### config.mk
export PLATFORM = sky130hd
export DESIGN_NAME = adc_spi_top
export DESIGN_NICKNAME = d
export VERILOG_FILES = /design/src/source/adc_seq_pkg.sv /design/src/source/adc_spi_pkg.sv /design/src/source/adc_spi_top.sv /design/src/source/count_readback.sv /design/src/source/integrator_sequencer.sv /design/src/source/adc_cmd_decode.sv /design/src/source/spi_byte_rx.sv
export SDC_FILE = /design/constraint.sdc
export NUM_CORES = 1
export LEC_CHECK = 0
export ABC_CLOCK_PERIOD_IN_PS = 11300
export BUFFER_PORTS_ARGS = -buffer_cell sky130_fd_sc_hd__buf_2
export CAP_MARGIN = 25
export CORE_MARGIN = 8
export CORE_UTILIZATION = 65
export DETAILED_ROUTE_END_ITERATION = 10
export PLACE_DENSITY_LB_ADDON = 0.05
export SLEW_MARGIN = 10
export SYNTH_ARGS = -nofsm -noshare
export SYNTH_HDL_FRONTEND = slang
export SYNTH_SLANG_ARGS = --single-unit
### constraint.sdc
create_clock -name clk -period 11.3 [get_ports clk]
set_input_delay 2.26 -clock clk [delete_from_list [all_inputs] [get_ports clk]]
set_output_delay 2.26 -clock clk [all_outputs]
set_load 0.05 [all_outputs]
### src/source/adc_seq_pkg.sv
package adc_seq_pkg;

  //////////////////////////////////////////////////////////////////////
  // conversion result and timing counter
  //////////////////////////////////////////////////////////////////////

  // run-down count and phase timer share this width
  // 32 bits also matches the readback frame length
  parameter int COUNT_W = 32;

  //////////////////////////////////////////////////////////////////////
  // sequencer phases
  //////////////////////////////////////////////////////////////////////

  // idle    : waiting for a start, integrator shorted
  // reset   : integrator held shorted for a fixed time
  // runup   : input integrated for the programmed time
  // rundown : reference integrated until the comparator flips
  typedef enum logic [1:0] {
    PH_IDLE    = 2'd0,
    PH_RESET   = 2'd1,
    PH_RUNUP   = 2'd2,
    PH_RUNDOWN = 2'd3
  } seq_phase_t;

  // switch mapping per phase
  //   idle    m_short=0 m_in=0 m_ref=1
  //   reset   m_short=0 m_in=0 m_ref=1
  //   runup   m_short=1 m_in=0 m_ref=1
  //   rundown m_short=1 m_in=1 m_ref=0

endpackage

### src/source/adc_spi_pkg.sv
package adc_spi_pkg;

  //////////////////////////////////////////////////////////////////////
  // spi framing
  //////////////////////////////////////////////////////////////////////

  // bits per spi byte, shifted in msb first
  parameter int BYTE_W = 8;

  // width of the bit counter inside one byte
  parameter int BIT_CNT_W = $clog2(BYTE_W);

  //////////////////////////////////////////////////////////////////////
  // command opcodes sent by the host
  //////////////////////////////////////////////////////////////////////

  // start a conversion, only taken when the sequencer is idle
  parameter logic [BYTE_W-1:0] OP_START = 8'hCC;

  // set run-up multiplier, one argument byte follows
  // an argument of zero selects the default multiplier
  parameter logic [BYTE_W-1:0] OP_SET_RUNUP = 8'h3A;

  // abort whatever phase is running, back to idle
  parameter logic [BYTE_W-1:0] OP_ABORT = 8'h55;

  // any other byte in opcode position is ignored by the decoder
  // the result is read back on miso during any frame,
  // so no separate read opcode exists

endpackage
### src/source/adc_spi_top.sv
module adc_spi_top #(
  parameter int RESET_CYCLES       = 10000,
  parameter int RUNUP_UNIT         = 1000,
  parameter int RUNUP_DEFAULT_MULT = 100,
  parameter int SYNC_STAGES        = 3
) (
  input  logic clk,
  input  logic arst_n,
  // spi pins, ssel active low
  input  logic sck,
  input  logic ssel,
  input  logic mosi,
  output logic miso,
  // comparator, asynchronous to clk
  input  logic t_trigger,
  // analog switch lines
  output logic m_short,
  output logic m_in,
  output logic m_ref
);

  // receiver to decoder and readback
  logic                             byte_valid;
  logic [adc_spi_pkg::BYTE_W-1:0]   byte_data;
  logic                             frame_active;
  logic                             frame_start;
  logic                             sck_fall;

  // command handshake
  logic                             cmd_req;
  logic                             cmd_ack;
  logic                             cmd_start;
  logic                             cmd_abort;
  logic [adc_spi_pkg::BYTE_W-1:0]   runup_mult;

  // result path
  logic                             result_valid;
  logic [adc_seq_pkg::COUNT_W-1:0]  result_count;
  logic                             clear_result;

  //////////////////////////////////////////////////////////////////////
  // spi receive and command decode
  //////////////////////////////////////////////////////////////////////

  spi_byte_rx #(
    .SYNC_STAGES (SYNC_STAGES)
  ) spi_byte_rx_i (
    .clk          (clk),
    .arst_n       (arst_n),
    .sck          (sck),
    .ssel         (ssel),
    .mosi         (mosi),
    .byte_valid   (byte_valid),
    .byte_data    (byte_data),
    .frame_active (frame_active),
    .frame_start  (frame_start),
    .sck_fall     (sck_fall)
  );

  adc_cmd_decode adc_cmd_decode_i (
    .clk          (clk),
    .arst_n       (arst_n),
    .byte_valid   (byte_valid),
    .byte_data    (byte_data),
    .frame_active (frame_active),
    .cmd_ack      (cmd_ack),
    .cmd_req      (cmd_req),
    .cmd_start    (cmd_start),
    .cmd_abort    (cmd_abort),
    .runup_mult   (runup_mult)
  );

  //////////////////////////////////////////////////////////////////////
  // conversion and readback
  //////////////////////////////////////////////////////////////////////

  integrator_sequencer #(
    .RESET_CYCLES       (RESET_CYCLES),
    .RUNUP_UNIT         (RUNUP_UNIT),
    .RUNUP_DEFAULT_MULT (RUNUP_DEFAULT_MULT),
    .SYNC_STAGES        (SYNC_STAGES)
  ) integrator_sequencer_i (
    .clk          (clk),
    .arst_n       (arst_n),
    .cmd_req      (cmd_req),
    .cmd_start    (cmd_start),
    .cmd_abort    (cmd_abort),
    .runup_mult   (runup_mult),
    .t_trigger    (t_trigger),
    .cmd_ack      (cmd_ack),
    .m_short      (m_short),
    .m_in         (m_in),
    .m_ref        (m_ref),
    .result_valid (result_valid),
    .result_count (result_count),
    .clear_result (clear_result)
  );

  count_readback count_readback_i (
    .clk          (clk),
    .arst_n       (arst_n),
    .result_valid (result_valid),
    .result_count (result_count),
    .clear_result (clear_result),
    .frame_start  (frame_start),
    .sck_fall     (sck_fall),
    .miso         (miso)
  );

endmodule

### src/source/count_readback.sv
module count_readback (
  input  logic                            clk,
  input  logic                            arst_n,
  input  logic                            result_valid,
  input  logic [adc_seq_pkg::COUNT_W-1:0] result_count,
  input  logic                            clear_result,
  input  logic                            frame_start,
  input  logic                            sck_fall,
  output logic                            miso
);

  localparam int CW = adc_seq_pkg::COUNT_W;

  // last finished conversion, zero while one is running
  logic [CW-1:0] held_result;
  // outgoing word, msb on the pin
  logic [CW-1:0] tx_shift;

  //////////////////////////////////////////////////////////////////////
  // held result
  //////////////////////////////////////////////////////////////////////

  always_ff @(posedge clk or negedge arst_n)
  begin
    if (!arst_n)
      held_result <= '0;
    else if (clear_result)
      // a start was taken, host reads zero until done
      held_result <= '0;
    else if (result_valid)
      held_result <= result_count;
  end

  //////////////////////////////////////////////////////////////////////
  // readback shift register
  //////////////////////////////////////////////////////////////////////

  // loaded at frame start so bit 31 is out before the first sck edge
  // host samples on rising sck, next bit goes out on falling sck
  always_ff @(posedge clk or negedge arst_n)
  begin
    if (!arst_n)
      tx_shift <= '0;
    else if (frame_start)
      tx_shift <= held_result;
    else if (sck_fall)
      tx_shift <= {tx_shift[CW-2:0], 1'b0};
  end

  // single slave on the bus, miso driven all the time
  assign miso = tx_shift[CW-1];

endmodule

### src/source/integrator_sequencer.sv
module integrator_sequencer #(
  parameter int RESET_CYCLES       = 10000,
  parameter int RUNUP_UNIT         = 1000,
  parameter int RUNUP_DEFAULT_MULT = 100,
  parameter int SYNC_STAGES        = 3
) (
  input  logic                             clk,
  input  logic                             arst_n,
  input  logic                             cmd_req,
  input  logic                             cmd_start,
  input  logic                             cmd_abort,
  input  logic [adc_spi_pkg::BYTE_W-1:0]   runup_mult,
  input  logic                             t_trigger,
  output logic                             cmd_ack,
  output logic                             m_short,
  output logic                             m_in,
  output logic                             m_ref,
  output logic                             result_valid,
  output logic [adc_seq_pkg::COUNT_W-1:0]  result_count,
  output logic                             clear_result
);

  localparam int CW = adc_seq_pkg::COUNT_W;

  adc_seq_pkg::seq_phase_t phase;

  // one timer reused by reset, run-up and run-down
  logic [CW-1:0] timer;
  // run-up length latched when a start is taken
  logic [CW-1:0] runup_len;
  logic [CW-1:0] next_runup_len;
  // last programmed multiplier, zero selects the default
  logic [adc_spi_pkg::BYTE_W-1:0] stored_mult;
  logic [SYNC_STAGES-1:0] trig_q;
  logic trig_edge;
  // first cycle of a request, ack not yet raised
  logic cmd_take;

  //////////////////////////////////////////////////////////////////////
  // comparator synchronizer, either edge ends run-down
  //////////////////////////////////////////////////////////////////////

  always_ff @(posedge clk or negedge arst_n)
  begin
    if (!arst_n)
      trig_q <= '0;
    else
      trig_q <= {trig_q[SYNC_STAGES-2:0], t_trigger};
  end

  assign trig_edge = trig_q[SYNC_STAGES-1] ^ trig_q[SYNC_STAGES-2];
  assign cmd_take  = cmd_req && !cmd_ack;

  assign next_runup_len = (stored_mult == '0)
    ? CW'(RUNUP_DEFAULT_MULT) * CW'(RUNUP_UNIT)
    : CW'(stored_mult) * CW'(RUNUP_UNIT);

  //////////////////////////////////////////////////////////////////////
  // phase sequencing and switch control
  //////////////////////////////////////////////////////////////////////

  always_ff @(posedge clk or negedge arst_n)
  begin
    if (!arst_n)
    begin
      phase        <= adc_seq_pkg::PH_IDLE;
      timer        <= '0;
      runup_len    <= '0;
      stored_mult  <= '0;
      cmd_ack      <= 1'b0;
      m_short      <= 1'b0;
      m_in         <= 1'b0;
      m_ref        <= 1'b1;
      result_valid <= 1'b0;
      clear_result <= 1'b0;
    end
    else
    begin
      // ack simply follows req, giving the four-phase order
      cmd_ack      <= cmd_req;
      result_valid <= 1'b0;
      clear_result <= 1'b0;
      if (cmd_take && cmd_abort)
      begin
        // abort from any phase, held result untouched
        phase   <= adc_seq_pkg::PH_IDLE;
        m_short <= 1'b0;
        m_in    <= 1'b0;
        m_ref   <= 1'b1;
      end
      else
      begin
        // set run-up in any phase, used from the next start on
        if (cmd_take && !cmd_start)
          stored_mult <= runup_mult;
        case (phase)
          adc_seq_pkg::PH_IDLE:
          begin
            // a start elsewhere is acked but ignored
            if (cmd_take && cmd_start)
            begin
              phase        <= adc_seq_pkg::PH_RESET;
              timer        <= '0;
              runup_len    <= next_runup_len;
              clear_result <= 1'b1;
            end
          end
          adc_seq_pkg::PH_RESET:
          begin
            if (timer == CW'(RESET_CYCLES - 1))
            begin
              phase   <= adc_seq_pkg::PH_RUNUP;
              timer   <= '0;
              m_short <= 1'b1;
            end
            else
              timer <= timer + CW'(1);
          end
          adc_seq_pkg::PH_RUNUP:
          begin
            if (timer == runup_len - CW'(1))
            begin
              // swap input for reference, count from zero
              phase <= adc_seq_pkg::PH_RUNDOWN;
              timer <= '0;
              m_in  <= 1'b1;
              m_ref <= 1'b0;
            end
            else
              timer <= timer + CW'(1);
          end
          adc_seq_pkg::PH_RUNDOWN:
          begin
            if (trig_edge)
            begin
              phase        <= adc_seq_pkg::PH_IDLE;
              m_short      <= 1'b0;
              m_in         <= 1'b0;
              m_ref        <= 1'b1;
              result_valid <= 1'b1;
            end
            else
              timer <= timer + CW'(1);
          end
          default:
            phase <= adc_seq_pkg::PH_IDLE;
        endcase
      end
    end
  end

  // cycles with m_in high, the current one included
  always_ff @(posedge clk)
  begin
    if (phase == adc_seq_pkg::PH_RUNDOWN && trig_edge)
      result_count <= timer + CW'(1);
  end

  // integrator is never fed while shorted
  a_in_needs_short : assert property (
    @(posedge clk) disable iff (!arst_n)
    m_in |-> m_short
  );

  // input and reference switches are never closed together
  a_in_ref_excl : assert property (
    @(posedge clk) disable iff (!arst_n)
    !(m_in && m_ref)
  );

endmodule

### src/source/adc_cmd_decode.sv
module adc_cmd_decode (
  input  logic                           clk,
  input  logic                           arst_n,
  input  logic                           byte_valid,
  input  logic [adc_spi_pkg::BYTE_W-1:0] byte_data,
  input  logic                           frame_active,
  input  logic                           cmd_ack,
  output logic                           cmd_req,
  output logic                           cmd_start,
  output logic                           cmd_abort,
  output logic [adc_spi_pkg::BYTE_W-1:0] runup_mult
);

  // set after OP_SET_RUNUP, next byte is the argument
  logic expect_arg;

  logic op_byte;
  logic issue_start;
  logic issue_abort;
  logic issue_set;
  logic new_cmd;
  // handshake open from req rise until ack falls
  logic hs_open;

  //////////////////////////////////////////////////////////////////////
  // byte classification
  //////////////////////////////////////////////////////////////////////

  assign op_byte     = byte_valid && frame_active && !expect_arg;
  assign issue_start = op_byte && (byte_data == adc_spi_pkg::OP_START);
  assign issue_abort = op_byte && (byte_data == adc_spi_pkg::OP_ABORT);
  assign issue_set   = byte_valid && frame_active && expect_arg;
  assign new_cmd     = issue_start || issue_abort || issue_set;
  assign hs_open     = cmd_req || cmd_ack;

  // framing keeps tracking bytes even while a handshake is open,
  // so a dropped set command does not misread its argument as an opcode
  always_ff @(posedge clk or negedge arst_n)
  begin
    if (!arst_n)
      expect_arg <= 1'b0;
    else if (!frame_active)
      // frame ended, a half received command is dropped
      expect_arg <= 1'b0;
    else if (byte_valid)
      expect_arg <= !expect_arg && (byte_data == adc_spi_pkg::OP_SET_RUNUP);
  end

  //////////////////////////////////////////////////////////////////////
  // four-phase request side
  //////////////////////////////////////////////////////////////////////

  // req rises on a new command, falls once ack is seen
  // commands arriving while the handshake is open are lost
  always_ff @(posedge clk or negedge arst_n)
  begin
    if (!arst_n)
    begin
      cmd_req   <= 1'b0;
      cmd_start <= 1'b0;
      cmd_abort <= 1'b0;
    end
    else if (cmd_req && cmd_ack)
      cmd_req <= 1'b0;
    else if (new_cmd && !hs_open)
    begin
      cmd_req   <= 1'b1;
      cmd_start <= issue_start;
      cmd_abort <= issue_abort;
    end
  end

  // argument byte, only loaded with a set command
  always_ff @(posedge clk)
  begin
    if (issue_set && !hs_open)
      runup_mult <= byte_data;
  end

  // fields stay put for the whole request
  a_fields_stable : assert property (
    @(posedge clk) disable iff (!arst_n)
    cmd_req && $past(cmd_req) |-> $stable({cmd_start, cmd_abort, runup_mult})
  );

endmodule

### src/source/spi_byte_rx.sv
module spi_byte_rx #(
  parameter int SYNC_STAGES = 3
) (
  input  logic                           clk,
  input  logic                           arst_n,
  input  logic                           sck,
  input  logic                           ssel,
  input  logic                           mosi,
  output logic                           byte_valid,
  output logic [adc_spi_pkg::BYTE_W-1:0] byte_data,
  output logic                           frame_active,
  output logic                           frame_start,
  output logic                           sck_fall
);

  localparam int BW = adc_spi_pkg::BYTE_W;
  localparam int CW = adc_spi_pkg::BIT_CNT_W;

  //////////////////////////////////////////////////////////////////////
  // pin synchronizers
  //////////////////////////////////////////////////////////////////////

  // index 0 is the newest sample, edges use the two oldest stages
  logic [SYNC_STAGES-1:0] sck_q;
  logic [SYNC_STAGES-1:0] ssel_q;
  // mosi is one stage shorter so its last stage lines up with
  // the newer of the two sck stages used for edge detection
  logic [SYNC_STAGES-2:0] mosi_q;

  logic       sck_rise;
  logic [CW-1:0] bit_cnt;
  logic [BW-1:0] rx_shift;

  always_ff @(posedge clk or negedge arst_n)
  begin
    if (!arst_n)
    begin
      // spi mode 0, sck idles low and ssel idles high
      sck_q  <= '0;
      ssel_q <= '1;
      mosi_q <= '0;
    end
    else
    begin
      sck_q  <= {sck_q[SYNC_STAGES-2:0], sck};
      ssel_q <= {ssel_q[SYNC_STAGES-2:0], ssel};
      mosi_q <= (mosi_q << 1) | (SYNC_STAGES-1)'(mosi);
    end
  end

  // edge pulses, older stage vs newer stage
  assign sck_rise     = !sck_q[SYNC_STAGES-1] && sck_q[SYNC_STAGES-2];
  assign sck_fall     = sck_q[SYNC_STAGES-1] && !sck_q[SYNC_STAGES-2];
  assign frame_start  = ssel_q[SYNC_STAGES-1] && !ssel_q[SYNC_STAGES-2];
  // ssel is active low
  assign frame_active = !ssel_q[SYNC_STAGES-2];

  //////////////////////////////////////////////////////////////////////
  // byte assembly
  //////////////////////////////////////////////////////////////////////

  // bit counter restarts whenever the slave is deselected
  always_ff @(posedge clk or negedge arst_n)
  begin
    if (!arst_n)
    begin
      bit_cnt    <= '0;
      byte_valid <= 1'b0;
    end
    else
    begin
      // flag the byte on the last bit, data is complete in the same cycle
      byte_valid <= frame_active && sck_rise && (bit_cnt == CW'(BW - 1));
      if (!frame_active)
        bit_cnt <= '0;
      else if (sck_rise)
        bit_cnt <= bit_cnt + CW'(1);
    end
  end

  // msb first, shift left on each rising sck
  always_ff @(posedge clk)
  begin
    if (frame_active && sck_rise)
      rx_shift <= {rx_shift[BW-2:0], mosi_q[SYNC_STAGES-2]};
  end

  assign byte_data = rx_shift;

  // a byte only completes inside a frame
  a_byte_in_frame : assert property (
    @(posedge clk) disable iff (!arst_n)
    byte_valid |-> frame_active
  );

endmodule

# Word level (Yosys, flattened, before mapping)
# Cells that the tools add are included.
# word_totals
in_bits	6
reg_bits	211
wordCells	132
out_inout_bits	4
# classes
eq_ne	15
n_mul	1
add_sub_neg	3
n_reduce_logical	45
n_mux	39
n_bitwise	4
# op_table
op	count
$mux W32	8
$pmux W32 S4	1
$add A32 B1 Y32 const B	1
$eq A32 B14 Y1 const B	1
$eq A32 B32 Y1	1
$sub A32 B1 Y32 const B	1
$logic_and A1 B1 Y1	19
$mux W1	18
$mux W18	1
$mul A8 B7 Y15 const B	1
$ne A3 B1 Y1 const B	4
$reduce_and A3 Y1	4
$mux W2	5
$reduce_bool A2 Y1	5
$eq A8 B6 Y1 const B	1
$eq A8 B7 Y1 const B	1
$eq A8 B8 Y1 const B	1
$logic_not A8 Y1	1
$pmux W2 S4	1
$logic_not A1 Y1	7
$mux W3	2
$pmux W1 S2	3
$reduce_bool A3 Y1	2
$eq A2 B2 Y1 const B	2
12 further kinds	16

# Logic depth before layout (Yosys ltp)
# depth
word_depth	9
depth_mapped	17

# Cells and area by module
# Synthesis repeated with hierarchy kept, for this count alone.
# unflattened
cells_unflattened	934
hier_area_um2	10520.1
# by_module_without_submodules
mod	seq_area_each_um2	area_per_inst_um2	cells_each	instances
integrator_sequencer	2613.8	6503.7	622	1
count_readback	1601.5	2820.2	242	1
spi_byte_rx	544.3	686.9	37	1
adc_cmd_decode	340.3	509.2	33	1

# Least setup slack after synthesis
# OpenSTA, ideal clock, no wires.
# synth_path
path_type	flip-flop to flip-flop
startpoint	register integrator_sequencer_i.stored_mult[0] (netlist bit)
endpoint	register integrator_sequencer_i.runup_len[16]
path_stages_with_launch	17
synth_period_minus_slack_ps	4231
slack_ps	7069
required_ps	11163
setup_time_ps	137
n_path_buf	0
arrival_time_ps	4094
cell_sequence	dfrtp_1 -> fa_1 -> xor2_1 -> ha_1 -> inv_1 -> fa_1 -> fa_1 -> inv_1 -> ha_1 -> a21oi_1 -> o21bai_1 -> a21oi_1 -> inv_1 -> a2111o_1 -> a31oi_1 -> xor2_1 -> a21oi_1
# synth_between
elab_chain_cells	2
# synth_lines
element	line_no	text
start: declaration	integrator_sequencer.sv:33	logic [adc_spi_pkg::BYTE_W-1:0] stored_mult;
start signal: assignment	integrator_sequencer.sv:95	stored_mult <= runup_mult;
$mul A8 B7 Y15 / $logic_not A8 Y1 (equally long branches)	integrator_sequencer.sv:56, integrator_sequencer.sv:54	
$mux W18 (*)	integrator_sequencer.sv:55	? CW'(RUNUP_DEFAULT_MULT) * CW'(RUNUP_UNIT)
end signal: assignment	integrator_sequencer.sv:104	runup_len <= next_runup_len;
end: declaration	integrator_sequencer.sv:30	logic [CW-1:0] runup_len;
# Mark *: on every way between the ends. The rest lies on a longest branch, timed or not.
# A chain may end at the register's enable or synchronous reset.

# Final worst setup path
# Ends and elaborated chain as after synthesis.

==> flow_results.org <==
** Outcome
- The run finished with clean final reports.

** Cells and area
- The area growth from synthesis to layout is 7.46%.
- Number of fill cells :: 1144
- Number of inserted diodes :: 0
- Cells with a size suffix above 1 make up ~7% of the layout.
- In the final design database the tool counted 1005 nets.
- Number of cells in the finished layout apart from fillers :: approximately 1200

** Detailed routing
- The final layout contains routed wiring with a total length of between 20000 and 25000 um.
- The first detailed-routing pass took 5 iterations.
- The routed layout has 6837 vias.
- Average detailed-routed wire length per instance :: 17.4 um
- Number of design rule violations left after detail routing :: 0
- Average via count per standard cell :: roughly 5.9
- Number of DRC markers in iteration 0 :: 636
- Final ANT Viol Nets :: 0

** Clock network
- Clock latency at the later pin of the worst-skew pair :: around 0.43 ns
- Once the clock tree was built, the resizer swapped 0 gates to a different size.
- The clock drives between 150 and 200 sinks.
- In this run, CTS created clock tree buffers numbering 17.
- For this design, the CTS-stage hold fixing added 0 buffers.
- Longest Clk Path Bufs :: 2
- Post CTS Setup Buffer Count :: 0
- Clk root buf :: sky130_fd_sc_hd__clkbuf_16
- The H-tree was split into 4 levels.
- CTS tree :: done
- After clock tree synthesis, the clock-pin slew on the worst setup and hold paths is 0.07 ns.

** Synthesis
- Post-synthesis adder-cell area fraction :: 10.2%
- Synthesis produced 943 cells.
- In this run, distinct cell masters in the synthesized netlist total 67.
- Summing the areas of all xor and xnor instances in the mapped netlist gives 4.97% of the synthesized area.
- Share of flip-flops with an asynchronous set or reset after synthesis :: between 70% and 80%
- Commonest cells in the netlist :: sky130_fd_sc_hd__dfrtp_1 (142), sky130_fd_sc_hd__nand2_1 (84), sky130_fd_sc_hd__nor2_1 (74)
- Synthesized area per cell :: about 11 um2
- Leading post-synthesis cells by cell area :: sky130_fd_sc_hd__dfrtp_1 (35%), sky130_fd_sc_hd__edfxtp_1 (14%), sky130_fd_sc_hd__mux2i_1 (6.7%), sky130_fd_sc_hd__ha_1 (6.1%), sky130_fd_sc_hd__fa_1 (4.1%)
- Simple-gate share of the synthesized area :: 13.6%
- Share of cell area taken by muxes after synthesis :: 6.77%
- Synth Net Count :: 1020
- Proportion of netlist area held by the largest area contributor :: 34.8%
- Combinational family with the most area after synthesis :: simple AND/OR/NAND/NOR gates
- Post-synthesis instance area :: 10200 um2
- Yosys mapped a number of flops with a built-in enable equal to 48.
- The synthesized design spends more area on one cell type than any other, namely sky130_fd_sc_hd__dfrtp_1.
- Most frequently used cell type in the post-synthesis netlist :: sky130_fd_sc_hd__dfrtp_1
- Count of warnings emitted by yosys :: 0
- Counting flops and latches in the post-synthesis netlist gives ~190.
- The synthesized netlist devotes 10.1% of its cell area to compound gates.
- Sequential element share of the synthesized area :: 49.9%
- Most used flip-flop cell after synthesis :: sky130_fd_sc_hd__dfrtp_1

** Hold path
- The tightest min-delay check is of the register to register type.

** Timing
- At the pin with the least slew margin, the transition time is 0.908 ns.
- The number of max-slew violations in the final report was 0.
- Clk_skew :: approximately 0.011 ns
- Setup Viol. Count Final :: 0
- Final period utilization :: 40.8%
- Based on the critical path, the design can be clocked at up to 217 MHz.
- Hold Violations, Final :: 0
- Post-route minimum period :: 4.61 ns
- Setup repair after global routing missed its margin :: false
- Final-layout setup total negative slack :: 0 ns
- Worst slew margin relative to its limit :: 38.9%

** Setup path
- Data arrival time of the critical path :: around 4.9 ns
- Kind of end point of the critical path :: register
- Critical setup path kind :: register to register
- In this run the worst path has a maximum fanout of 7.
- At the worst endpoint, the required time is 11.61 ns.
- STA classifies the critical path startpoint as a register.

** Floorplan
- The die is 141 um wide.
- The die covers roughly 20000 um2.
- Ports :: 10
- Total core area :: between 15000 and 20000 um2
- Once the floorplan was initialized, standard cells occupied 65.5% of the core.
- The floorplan has 46 rows.
- Overall die height :: between 100 and 150 um

** GRT
- Pin count of the biggest net entering global routing :: 85
- Global routing usage summed across all routing layers :: 21.6%
- The via count of the first global-routing pass is 6955.
- Global-route wire length before repair :: approximately 34000 um
- Initial antenna violation count :: 0
- Global-route congestion overflow total :: 0

** Run
- Count of maximum capacitance violations :: 0

** Power and ir drop
- Cell area power density :: 118 nW/um2
- IR analysis of the VDD net gives a maximum drop of 104 uV.
- Leakage component of the power :: 4.86 nW

** Place
- Port buffering added 9 buffers.
- Counting tap cells, the placed design contains a total of 1121 instances.
- Detailed Place HPWL :: 14500 um
- Placer congestion estimate :: 0.900
-- cells in the final DEF (no fill, tap or decap), drive strengths merged, types with 32 or more instances in the layout --
cell and instances:
mux2i 68, o21ai 60, nand2 84, ha 50, nor2 74, dfrtp 142
a21oi 32, inv 59, xnor2 39, edfxtp 48
-- cell families (layout without fill, tap and decap cells) --
family,count (synthesis),in the layout
buf+inv,107,105
simple gates,282,282
xor+xnor,58,58
mux,69,69
flops,194,194
fa+ha+maj,71,71
compound gates,162,162
-- report_power, final --
group	switching, W	internal [W]	total, W
clock	0.000268	0.000285	0.000553
combinational	0.0000180	0.00000703	0.0000250
sequential	0.00000245	0.000719	0.000722
-- worst max-delay path, cell delays in order, from the launching register on --
cell and delay [ns]:
sky130_fd_sc_hd__dfrtp_1 0.48, sky130_fd_sc_hd__fa_1 0.63, sky130_fd_sc_hd__xor2_1 0.18, sky130_fd_sc_hd__ha_1 0.26
sky130_fd_sc_hd__inv_1 0.08, sky130_fd_sc_hd__fa_1 0.45, sky130_fd_sc_hd__fa_1 0.52, sky130_fd_sc_hd__inv_1 0.04
sky130_fd_sc_hd__ha_1 0.30, sky130_fd_sc_hd__a21oi_1 0.24, sky130_fd_sc_hd__o21bai_1 0.11, sky130_fd_sc_hd__a21oi_1 0.25
sky130_fd_sc_hd__inv_1 0.09, sky130_fd_sc_hd__a2111o_1 0.42, sky130_fd_sc_hd__a31oi_1 0.21, sky130_fd_sc_hd__xor2_1 0.16
sky130_fd_sc_hd__a21oi_1 0.07
-- registers in the layout, summed over array words and instances, names as in the netlist, 2 cells and up --
| signal | cells |
|---|---|
| spi_byte_rx_i.bit_cnt | 3 |
| integrator_sequencer_i.phase | 2 |
| count_readback_i.tx_shift | 32 |
| spi_byte_rx_i.ssel_q | 3 |
| spi_byte_rx_i.mosi_q | 2 |
| integrator_sequencer_i.result_count | 32 |
| spi_byte_rx_i.sck_q | 3 |
| count_readback_i.held_result | 32 |
| adc_cmd_decode_i.runup_mult | 8 |
| integrator_sequencer_i.trig_q | 3 |
| integrator_sequencer_i.stored_mult | 8 |
| spi_byte_rx_i.byte_data | 8 |
| integrator_sequencer_i.runup_len | 15 |
| integrator_sequencer_i.timer | 32 |
-- final cells by class --
cell class	instances	area [um2]	share of cell area, %
Sequential cell	194	5100	46.4
Multi-Input combinational cell	642	4690	42.7
Clock buffer	19	433	3.94
Tap cell	216	270	2.46
Inverter	53	199	1.81
Timing Repair Buffer	20	196	1.79
Clock inverter	13	97.6	0.889
-- routing by layer --
layer / vias up / track usage [%] / part of all wire (%)
met1: 3384 / 26.1 / 43
met3: 28 / 3.80 / 3.1
met2: 133 / 38.2 / 52
met4: 0 / 7.74 / 1.8
met5: - / 0 / 0
li1: 3292 / - / -
-- metrics by stage --
step	utilization [%]	total power (W)	hold WS (ns)	area (um2)	worst slack [ns]
finish	70.4	0.00130	0.358	11000	6.69
global route	70.4	0.00134	0.364	11000	6.44
CTS	69.9	0.00131	0.365	10900	6.70
detailed placement	66.5	0.000761	0.346	10400	6.72
global placement	66.4	0.000759	0.335	10400	6.93
floorplan	-	0.000745	0.331	10200	7.07
-- final timing paths --
| path | start | endpoint | slack, ns | depth (start not counted) |
|---|---|---|---|---|
| setup / recovery | integrator_sequencer_i.stored_mult[0]$_DFFE_PN0P_ | integrator_sequencer_i.runup_len[16]$_DFFE_PN0P_ | 6.69 | 16 |
| min in group asynchronous | arst_n | spi_byte_rx_i.mosi_q[1]$_DFF_PN0_ | 1.78 | 1 |
| setup reg to reg | integrator_sequencer_i.stored_mult[0]$_DFFE_PN0P_ | integrator_sequencer_i.runup_len[16]$_DFFE_PN0P_ | 6.69 | 16 |
| max in group asynchronous | arst_n | count_readback_i.tx_shift[29]$_DFFE_PN0P_ | 8.40 | 3 |
| hold / removal | integrator_sequencer_i.trig_q[0]$_DFF_PN0_ | integrator_sequencer_i.trig_q[1]$_DFF_PN0_ | 0.36 | 0 |
| hold reg to reg | integrator_sequencer_i.trig_q[0]$_DFF_PN0_ | integrator_sequencer_i.trig_q[1]$_DFF_PN0_ | 0.36 | 0 |
Power figures use the tool's default switching activity.
